$ cat config.mk
export PLATFORM = sky130hd
export DESIGN_NAME = conv1d_top
export DESIGN_NICKNAME = d
export VERILOG_FILES = /design/src/conv1d_pkg.sv /design/src/conv1d_top.sv /design/src/conv1d_datapath.sv /design/src/conv1d_seq.sv /design/src/conv1d_apb_regs.sv
export SDC_FILE = /design/constraint.sdc
export NUM_CORES = 1
export LEC_CHECK = 0
export BUFFER_PORTS_ARGS = -buffer_cell sky130_fd_sc_hd__buf_2
export CAP_MARGIN = 20
export CORE_MARGIN = 1.5
export CORE_UTILIZATION = 65
export DETAILED_ROUTE_END_ITERATION = 8
export GPL_ROUTABILITY_DRIVEN = 0
export GPL_TIMING_DRIVEN = 0
export PLACE_DENSITY = 0.87
export SLEW_MARGIN = 20
export SYNTH_ARGS = -nofsm -noshare
export SYNTH_HDL_FRONTEND = slang
export SYNTH_SLANG_ARGS = --single-unit
$ cat constraint.sdc
create_clock -name clk -period 18.6 [get_ports clk]
set_clock_uncertainty 0.1 [all_clocks]
set_input_delay 2.79 -clock clk [delete_from_list [all_inputs] [get_ports clk]]
set_output_delay 2.79 -clock clk [all_outputs]
set_load 0.02 [all_outputs]
$ cat src/conv1d_pkg.sv
package conv1d_pkg;

  // ------------------------------
  // Sizes
  // ------------------------------
  localparam int ADDR_W   = 7;
  localparam int DATA_W   = 32;
  localparam int SAMPLE_W = 8;
  localparam int NUM_TAPS = 4;
  localparam int COUNT_W  = 7;

  // APB register map as byte offsets
  localparam logic [7:0] REG_CTRL   = 8'h00;
  localparam logic [7:0] REG_STATUS = 8'h04;
  localparam logic [7:0] REG_TAPS   = 8'h08;
  localparam logic [7:0] REG_SRC    = 8'h0C;
  localparam logic [7:0] REG_DST    = 8'h10;
  localparam logic [7:0] REG_COUNT  = 8'h14;

  // ------------------------------
  // Types
  // ------------------------------
  typedef logic [ADDR_W-1:0]   addr_t;
  typedef logic [DATA_W-1:0]   word_t;
  typedef logic [SAMPLE_W-1:0] sample_t;

  // Tap k lives in byte k
  typedef sample_t [NUM_TAPS-1:0] taps_t;

  typedef struct packed {
    logic               start;
    addr_t              src_base;
    addr_t              dst_base;
    logic [COUNT_W-1:0] out_count;
    taps_t              taps;
  } conv_cfg_t;

  typedef struct packed {
    logic busy;
    logic done;
  } conv_stat_t;

  typedef struct packed {
    logic  req;
    logic  we;
    addr_t addr;
    word_t wdata;
  } mem_req_t;

  typedef enum logic [2:0] {
    S_IDLE,
    S_READ,
    S_CAPTURE,
    S_SUM,
    S_WRITE,
    S_DONE
  } seq_state_t;

  typedef enum logic {
    RESP_OK,
    RESP_BAD_ADDR
  } apb_status_e;

endpackage
$ cat src/conv1d_top.sv
`timescale 1ns/1ps

module conv1d_top (
  input  logic                 clk,
  input  logic                 rst_n,
  input  logic                 psel_i,
  input  logic                 penable_i,
  input  logic                 pwrite_i,
  input  logic [7:0]           paddr_i,
  input  conv1d_pkg::word_t    pwdata_i,
  output conv1d_pkg::word_t    prdata_o,
  output logic                 pready_o,
  output logic                 pslverr_o,
  output conv1d_pkg::mem_req_t mem_req_o,
  input  conv1d_pkg::word_t    mem_rdata_i,
  output logic                 done_o
);

  import conv1d_pkg::*;

  conv_cfg_t  cfg;
  conv_stat_t stat;
  logic       sample_load;
  logic       sum_load;
  word_t      sum;

  conv1d_apb_regs u_regs (
    .clk       (clk),
    .rst_n     (rst_n),
    .psel_i    (psel_i),
    .penable_i (penable_i),
    .pwrite_i  (pwrite_i),
    .paddr_i   (paddr_i),
    .pwdata_i  (pwdata_i),
    .prdata_o  (prdata_o),
    .pready_o  (pready_o),
    .pslverr_o (pslverr_o),
    .stat_i    (stat),
    .cfg_o     (cfg),
    .done_o    (done_o)
  );

  conv1d_seq u_seq (
    .clk           (clk),
    .rst_n         (rst_n),
    .cfg_i         (cfg),
    .stat_o        (stat),
    .mem_req_o     (mem_req_o),
    .sample_load_o (sample_load),
    .sum_load_o    (sum_load),
    .sum_i         (sum)
  );

  // Samples sit in the low byte of each word
  conv1d_datapath u_dp (
    .clk           (clk),
    .rst_n         (rst_n),
    .sample_load_i (sample_load),
    .sample_i      (mem_rdata_i[SAMPLE_W-1:0]),
    .taps_i        (cfg.taps),
    .sum_load_i    (sum_load),
    .sum_o         (sum)
  );

endmodule

$ cat src/conv1d_datapath.sv
`timescale 1ns/1ps

module conv1d_datapath (
  input  logic                clk,
  input  logic                rst_n,
  input  logic                sample_load_i,
  input  conv1d_pkg::sample_t sample_i,
  input  conv1d_pkg::taps_t   taps_i,
  input  logic                sum_load_i,
  output conv1d_pkg::word_t   sum_o
);

  import conv1d_pkg::*;

  // Entry 0 holds the oldest sample
  sample_t [NUM_TAPS-1:0]                 win_q;
  logic    [NUM_TAPS-1:0][2*SAMPLE_W-1:0] prod;
  word_t                                  sum_lo;
  word_t                                  sum_hi;
  word_t                                  sum_d;
  word_t                                  sum_q;

  // ------------------------------
  // Sample window
  // ------------------------------
  always_ff @(posedge clk or posedge rst_n) begin
    if (rst_n) begin
      win_q <= '0;
    end else if (sample_load_i) begin
      // New sample enters at the top
      win_q <= {sample_i, win_q[NUM_TAPS-1:1]};
    end
  end

  // Four 8x8 multipliers
  always_comb begin
    for (int k = 0; k < NUM_TAPS; k++) begin
      prod[k] = win_q[k] * taps_i[k];
    end
  end

  // ------------------------------
  // Adder tree
  // ------------------------------
  assign sum_lo = word_t'(prod[0]) + word_t'(prod[1]);
  assign sum_hi = word_t'(prod[2]) + word_t'(prod[3]);
  assign sum_d  = sum_lo + sum_hi;

  always_ff @(posedge clk) begin
    if (sum_load_i) begin
      sum_q <= sum_d;
    end
  end

  assign sum_o = sum_q;

endmodule

$ cat src/conv1d_seq.sv
`timescale 1ns/1ps

module conv1d_seq (
  input  logic                   clk,
  input  logic                   rst_n,
  input  conv1d_pkg::conv_cfg_t  cfg_i,
  output conv1d_pkg::conv_stat_t stat_o,
  output conv1d_pkg::mem_req_t   mem_req_o,
  output logic                   sample_load_o,
  output logic                   sum_load_o,
  input  conv1d_pkg::word_t      sum_i
);

  import conv1d_pkg::*;

  seq_state_t         state_q;
  seq_state_t         state_d;
  addr_t              rd_addr_q;
  addr_t              wr_addr_q;
  logic [1:0]         fill_q;
  logic [COUNT_W-1:0] left_q;

  // ------------------------------
  // Next state
  // ------------------------------
  always_comb begin
    state_d = state_q;
    case (state_q)
      S_IDLE: begin
        if (cfg_i.start) begin
          // Nothing to compute so finish at once
          state_d = (cfg_i.out_count == '0) ? S_DONE : S_READ;
        end
      end
      S_READ: begin
        state_d = S_CAPTURE;
      end
      S_CAPTURE: begin
        // Fetch another sample until the window is full
        state_d = (fill_q != '0) ? S_READ : S_SUM;
      end
      S_SUM: begin
        state_d = S_WRITE;
      end
      S_WRITE: begin
        state_d = (left_q == COUNT_W'(1)) ? S_DONE : S_READ;
      end
      S_DONE: begin
        state_d = S_IDLE;
      end
      default: begin
        state_d = S_IDLE;
      end
    endcase
  end

  // ------------------------------
  // State and counters
  // ------------------------------
  always_ff @(posedge clk or posedge rst_n) begin
    if (rst_n) begin
      state_q   <= S_IDLE;
      rd_addr_q <= '0;
      wr_addr_q <= '0;
      fill_q    <= '0;
      left_q    <= '0;
    end else begin
      state_q <= state_d;
      case (state_q)
        S_IDLE: begin
          if (cfg_i.start) begin
            rd_addr_q <= cfg_i.src_base;
            wr_addr_q <= cfg_i.dst_base;
            fill_q    <= 2'(NUM_TAPS - 1);
            left_q    <= cfg_i.out_count;
          end
        end
        S_READ: begin
          rd_addr_q <= rd_addr_q + addr_t'(1);
        end
        S_CAPTURE: begin
          if (fill_q != '0) begin
            fill_q <= fill_q - 2'd1;
          end
        end
        S_WRITE: begin
          wr_addr_q <= wr_addr_q + addr_t'(1);
          left_q    <= left_q - COUNT_W'(1);
        end
        default: ;
      endcase
    end
  end

  // Read data arrives the cycle after S_READ
  assign sample_load_o = (state_q == S_CAPTURE);
  assign sum_load_o    = (state_q == S_SUM);

  assign mem_req_o.req   = (state_q == S_READ) || (state_q == S_WRITE);
  assign mem_req_o.we    = (state_q == S_WRITE);
  assign mem_req_o.addr  = (state_q == S_WRITE) ? wr_addr_q : rd_addr_q;
  assign mem_req_o.wdata = sum_i;

  assign stat_o.busy = (state_q != S_IDLE);
  assign stat_o.done = (state_q == S_DONE);

endmodule

$ cat src/conv1d_apb_regs.sv
`timescale 1ns/1ps

module conv1d_apb_regs (
  input  logic                   clk,
  input  logic                   rst_n,
  input  logic                   psel_i,
  input  logic                   penable_i,
  input  logic                   pwrite_i,
  input  logic [7:0]             paddr_i,
  input  conv1d_pkg::word_t      pwdata_i,
  output conv1d_pkg::word_t      prdata_o,
  output logic                   pready_o,
  output logic                   pslverr_o,
  input  conv1d_pkg::conv_stat_t stat_i,
  output conv1d_pkg::conv_cfg_t  cfg_o,
  output logic                   done_o
);

  import conv1d_pkg::*;

  logic               access;
  logic               wr_en;
  apb_status_e        resp;
  taps_t              taps_q;
  addr_t              src_q;
  addr_t              dst_q;
  logic [COUNT_W-1:0] count_q;
  logic               start_q;
  logic               done_q;

  // Second cycle of a transfer
  assign access = psel_i & penable_i;

  always_comb begin
    case (paddr_i)
      REG_CTRL, REG_STATUS, REG_TAPS, REG_SRC, REG_DST, REG_COUNT: resp = RESP_OK;
      default: resp = RESP_BAD_ADDR;
    endcase
  end

  assign wr_en     = access & pwrite_i & (resp == RESP_OK);
  assign pready_o  = 1'b1;
  assign pslverr_o = access & (resp == RESP_BAD_ADDR);

  // ------------------------------
  // Configuration registers
  // ------------------------------
  always_ff @(posedge clk or posedge rst_n) begin
    if (rst_n) begin
      taps_q  <= '0;
      src_q   <= '0;
      dst_q   <= '0;
      count_q <= '0;
    end else if (wr_en) begin
      case (paddr_i)
        REG_TAPS:  taps_q  <= taps_t'(pwdata_i);
        REG_SRC:   src_q   <= pwdata_i[ADDR_W-1:0];
        REG_DST:   dst_q   <= pwdata_i[ADDR_W-1:0];
        REG_COUNT: count_q <= pwdata_i[COUNT_W-1:0];
        default: ;
      endcase
    end
  end

  // Start pulse and sticky done
  always_ff @(posedge clk or posedge rst_n) begin
    if (rst_n) begin
      start_q <= 1'b0;
      done_q  <= 1'b0;
    end else begin
      // Dropped while a run is still going
      start_q <= wr_en && (paddr_i == REG_CTRL) && pwdata_i[0] && !stat_i.busy;
      if (stat_i.done) begin
        done_q <= 1'b1;
      end else if (start_q) begin
        done_q <= 1'b0;
      end
    end
  end

  // ------------------------------
  // Readback
  // ------------------------------
  always_comb begin
    prdata_o = '0;
    case (paddr_i)
      REG_STATUS: prdata_o = {30'b0, done_q, stat_i.busy};
      REG_TAPS:   prdata_o = word_t'(taps_q);
      REG_SRC:    prdata_o = word_t'(src_q);
      REG_DST:    prdata_o = word_t'(dst_q);
      REG_COUNT:  prdata_o = word_t'(count_q);
      default: ;
    endcase
  end

  assign cfg_o.start     = start_q;
  assign cfg_o.src_base  = src_q;
  assign cfg_o.dst_base  = dst_q;
  assign cfg_o.out_count = count_q;
  assign cfg_o.taps      = taps_q;
  assign done_o          = done_q;

endmodule

# Yosys cells after proc, flatten, opt, wreduce, memory -nomap -nowiden
# Cells that the tools add are included.
[word_totals] input_bits=77 word_cells=88 reg_bits=145 out_inout_bits=76
[classes] bitwise_logic=4 n_eq_ne=13 mul=4 mux=19 n_addsub=7 n_reduce_logical=22
[ops] cell="$pmux W32 S5" count=1
[ops] cell="$mul A8 B8 Y16" count=4
[ops] cell="$pmux W7 S2" count=3
[ops] cell="$add A16 B16 Y17" count=2
[ops] cell="$add A32 B32 Y32" count=1
[ops] cell="$mux W7" count=4
[ops] cell="$eq A8 B4 Y1 const B" count=2
[ops] cell="$eq A8 B5 Y1 const B" count=2
[ops] cell="$pmux W3 S5" count=1
[ops] cell="$add A7 B1 Y7 const B" count=2
[ops] cell="$reduce_and A2 Y1" count=6
[ops] cell="$reduce_bool A2 Y1" count=5
[ops] cell="$mux W3" count=3
[ops] cell="$eq A8 B3 Y1 const B" count=1
[ops] cell="$logic_not A8 Y1" count=1
[ops] cell="$eq A7 B1 Y1 const B" count=1
[ops] cell="$logic_not A7 Y1" count=1
[ops] cell="$sub A7 B1 Y7 const B" count=1
[ops] cell="$eq A3 B2 Y1 const B" count=2
[ops] cell="$eq A3 B3 Y1 const B" count=2
[ops] cell="$mux W2" count=3
[ops] cell="$reduce_or A6 Y1" count=1
[ops] cell="$and A1 B1 Y1" count=4
[ops] cell="$pmux W2 S2" count=1
[ops] cell="11 further kinds" count=15

# Depth between registers and ports, before layout
[depth] depth_word=6 depth_mapped=27 depth_no_buf=26

# Cells and area by module
# A second synthesis with hierarchy kept.
[unflattened] hier_cells=1530 area_unflattened_um2=15532.4
[modules_own_cells] mod="conv1d_datapath" cells_each=1107 seq_area_each_um2=1341.3 area_each_um2=11024.3 n_inst=1
[modules_own_cells] mod="conv1d_apb_regs" cells_each=198 seq_area_each_um2=1376.3 area_each_um2=2647.5 n_inst=1
[modules_own_cells] mod="conv1d_seq" cells_each=225 seq_area_each_um2=650.6 area_each_um2=1860.5 n_inst=1

# Worst setup path before layout
# Ideal clock, no wire load.
[synth_timing] path_type="input to output" start="input paddr_i[5]" end="output prdata_o[10]" t_arrival_ns=4.140 cell_stages=6 required_ns=15.710 setup_slack_ns=11.570 n_path_buf=1 cell_sequence="nor3_1 > and2_1 > nand2_1 > nor2_1 > clkbuf_1 > and2_1"
[synth_between] elab_chain_len=2 elab_cells_between_ends=6 cone_classes="eq/ne (5); mux (1)"
[synth_lines] item="start, declared" line="conv1d_top.sv:9" source="input logic [7:0] paddr_i,"
[synth_lines] item="$eq A8 B5 Y1 (tied with other cells)" line="conv1d_apb_regs.sv:86" source="case (paddr_i)"
[synth_lines] item="$pmux W32 S5 (*)" line="conv1d_apb_regs.sv:86"
[synth_lines] item="end, declared" line="conv1d_top.sv:11" source="output conv1d_pkg::word_t prdata_o,"
# Mark *: on every way between the ends. The rest lies on a longest branch, timed or not.

# Final worst setup path
[layout_timing] start="input paddr_i[5]" end="output prdata_o[14]"
# The elaborated chain is that of the path after synthesis.

==> impl_metrics.yaml <==
synthesis:
  synth_compound_area_share_pct: 7.18
  synth-simple-area-share_pct: 15.9
  syn_inst: 1620
  synth_top_family_by_area: "adder cells"
  synth.area.mux_share_pct: 6.96
  ys_ff_latch: 131
  synth_edf_count: 18
  netlist_area_sq_mm: 0.0156
  synthFlopType: "dfrtp_1"
  synthXorXnorAreaFrac_pct: 1.96
  async_flop_share_pct: 86.3
  yosysUniqueCellTypes: 66
  yosys_warnings: 0
  synth.avg_cell_area_sq_um: 9.64
  yosys.area_share.adder_pct: 37.2
  synth.yosys.seq_area_share_pct: 21.6
layout:
  fin_cells: 2097
  area_growth_pct: 10.3
  layout-drive-gt1-share_pct: 14.6
  layout.nets: 2189
  diodes: 0
placed_design:
  dp_hpwl_microns: 29000
  dp_cells: 2065
  io_buffers: 111
  post-place-ws_ps: 10580
timing:
  fmax_mhz: 122
  setup_viol_count_final: 0
  rsz0062_at_grt: "no"
  max_slew_margin_pct: 36.5
  fin_tns_setup_ps: 0
  period_share_pct: 44.0
  finalCriticalPeriod_ps: 8180
  hold_violations: 0
  tightest_slew_ps: 951
  slew_viol_final: 0
  holdWs_ps: 415
  fin_ws_ps: 10420
clock_tree:
  htree_num_levels: 4
  clk_latency_ps: 440
  clock-sinks: 131
  cts_made_buffers: 17
  cts_resized: 0
  post_cts_buffers: 0
  ctsHoldBuffers: 0
  clockBufferDepth: 2
  clkTransAtPathRegs_ps: 70
  cts_tree: "done"
  root_buffer: "clkbuf_16"
pwr:
  p_leak_nw: 9.34
  cellPowerDensity_mw_per_mm2: 66.2
  vdd_drop_max_mv: 0.0845
run_status:
  status: "complete, no violations"
worst_setup_path:
  critPathLaunchType: "primary input"
  cp_max_fo: 10
  worstPathArrival_ps: 5290
  ff2ff_path_depth: 24
  setup.worst_path.end_class: "primary output"
  required_ps: 15710
  critical_path_class: "in2out"
routing:
  dr_wl_met2_microns: 18500
  wl_met1_microns: 15100
  highest_layer: "met4"
  wl_per_cell_microns: 18.4
  vias: 12300
  route.detailed.drc: 0
  postRouteAntennaNets: 0
  first_pass_iters: 7
  vias_per_cell: 5.84
  wl_met3_microns: 3130
  dr.first_iter.drc_count: 762
  drt_wl_total_microns: 38500
global_routing:
  grt.total_usage_pct: 32.9
  grt_pass1_wl_microns: 63500
  grt_max_degree: 72
  grt_pass1_vias: 13000
  grt_overflow: 0
  grt_antenna_before_repair: 0
die:
  die_area_sq_mm: 0.0250
  rows: 56
  ioPinCount: 153
  initial_core_util_pct: 66.3
  core_area_sq_mm: 0.0235
  die_w_microns: 158
  die_h_microns: 158
worst_hold_path:
  hold_path_depth: 1
  min_path_type: "reg2reg"
flow_run:
  cap_violations: 0
synthesized netlist by cell type (18+ instances only):
library cell | instances | area, sq um
inv_1 | 292 | 1100
mux2_2 | 85 | 957
clkbuf_1 | 52 | 195
o21ai_0 | 23 | 115
xnor2_1 | 26 | 228
edfxtp_1 | 18 | 541
nand2_1 | 162 | 608
ha_1 | 152 | 1900
fa_1 | 195 | 3900
nor2_1 | 44 | 165
dfrtp_1 | 113 | 2830
and2_1 | 195 | 1220
a21oi_1 | 37 | 185
per-stage QoR:
step	util [%]	power (mW)	area, sq um
floorplan	-	0.652	15700
global placement	70.6	0.762	16600
detailed placement	70.8	0.782	16700
CTS	73.2	1.13	17200
global route	73.2	1.19	17200
finish	73.2	1.14	17200
report_power, final:
part,switching [mW],internal (mW)
sequential,0.0905,0.350
clock,0.150,0.187
combinational,0.221,0.142
total,0.461,0.680
metal layers:
layer	vias to the layer above	track usage, %
met1	6001	40.4
met3	182	6.98
met4	0	17.5
met5	-	0
li1	5417	-
met2	652	54.7
area by class of cell:
cell class / count / area [sq um]
clock inverters: 14 / 140
repair buffers: 113 / 587
well taps: 319 / 399
clock buffers: 18 / 429
inverters: 292 / 1100
multi-input cells: 1135 / 10900
flip-flops and latches: 131 / 3370
fillers: 1567 / 6320
plain buffers: 75 / 343
placed cells by master, fill, tap and decap left out, types with 5 or more instances in the layout:
master / synthesis / layout
inv_1: 292 / 291
and2_1: 195 / 195
fa_1: 195 / 195
nand2_1: 162 / 162
ha_1: 152 / 152
buf_2: 4 / 115
dfrtp_1: 113 / 113
mux2_2: 85 / 85
clkbuf_1: 52 / 53
nor2_1: 44 / 43
a21oi_1: 37 / 37
xnor2_1: 26 / 26
o21ai_0: 23 / 23
edfxtp_1: 18 / 18
clkbuf_16: 0 / 17
nor3_1: 16 / 16
a21o_1: 15 / 15
buf_4: 15 / 15
conb_1: 2 / 15
nand3_1: 13 / 13
mux2i_1: 13 / 13
o22ai_1: 12 / 12
o21a_1: 12 / 12
nor2b_1: 11 / 11
xor2_1: 9 / 9
and3_1: 8 / 8
o211ai_1: 8 / 8
inv_6: 0 / 8
a31oi_1: 6 / 6
a32oi_1: 5 / 5
a221o_1: 5 / 5
state kept, by name, summed over array words and instances, names as in the netlist:
signal / flops
u_seq.rd_addr_q: 7
u_regs.count_q: 7
u_dp.sum_o: 18
u_seq.state_q: 3
u_regs.done_o: 1
u_regs.src_q: 7
u_seq.left_q: 7
u_seq.fill_q: 2
u_regs.dst_q: 7
u_seq.wr_addr_q: 7
u_regs.cfg_o: 32
u_dp.win_q: 32
u_regs.start_q: 1
worst max-delay path, stage by stage:
cell and delay (ps):
buf_2 100, nor3_1 280, and2_1 260, nand2_1 250, nor2_1 730, clkbuf_1 460
and2_1 240, buf_2 180
kinds of logic (layout without fill, tap and decap cells):
| group | after synthesis | in the layout |
|---|---|---|
| simple gates | 479 | 479 |
| xor+xnor | 35 | 35 |
| flops | 131 | 131 |
| compound gates | 161 | 161 |
| fa+ha+maj | 347 | 347 |
| other cells | 2 | 15 |
| mux | 98 | 98 |
| buf+inv | 367 | 512 |
path summary, 6_finish.rpt:
| check | from | endpoint | slack (ps) |
|---|---|---|---|
| setup / recovery | paddr_i[5] | prdata_o[14] | 10420 |
| hold / removal | u_seq.rd_addr_q[6]$_DFFE_PP0P_ | u_seq.rd_addr_q[6]$_DFFE_PP0P_ | 420 |
| setup reg to reg | u_dp.win_q[21]$_DFFE_PP0P_ | u_dp.sum_o[16]$_DFFE_PN_ | 10940 |
| hold reg to reg | u_seq.rd_addr_q[6]$_DFFE_PP0P_ | u_seq.rd_addr_q[6]$_DFFE_PP0P_ | 420 |
| max in group asynchronous | rst_n | u_dp.win_q[1]$_DFFE_PP0P_ | 15390 |
| min in group asynchronous | rst_n | u_dp.win_q[29]$_DFFE_PP0P_ | 2340 |
(Power assumes the default switching activity.)
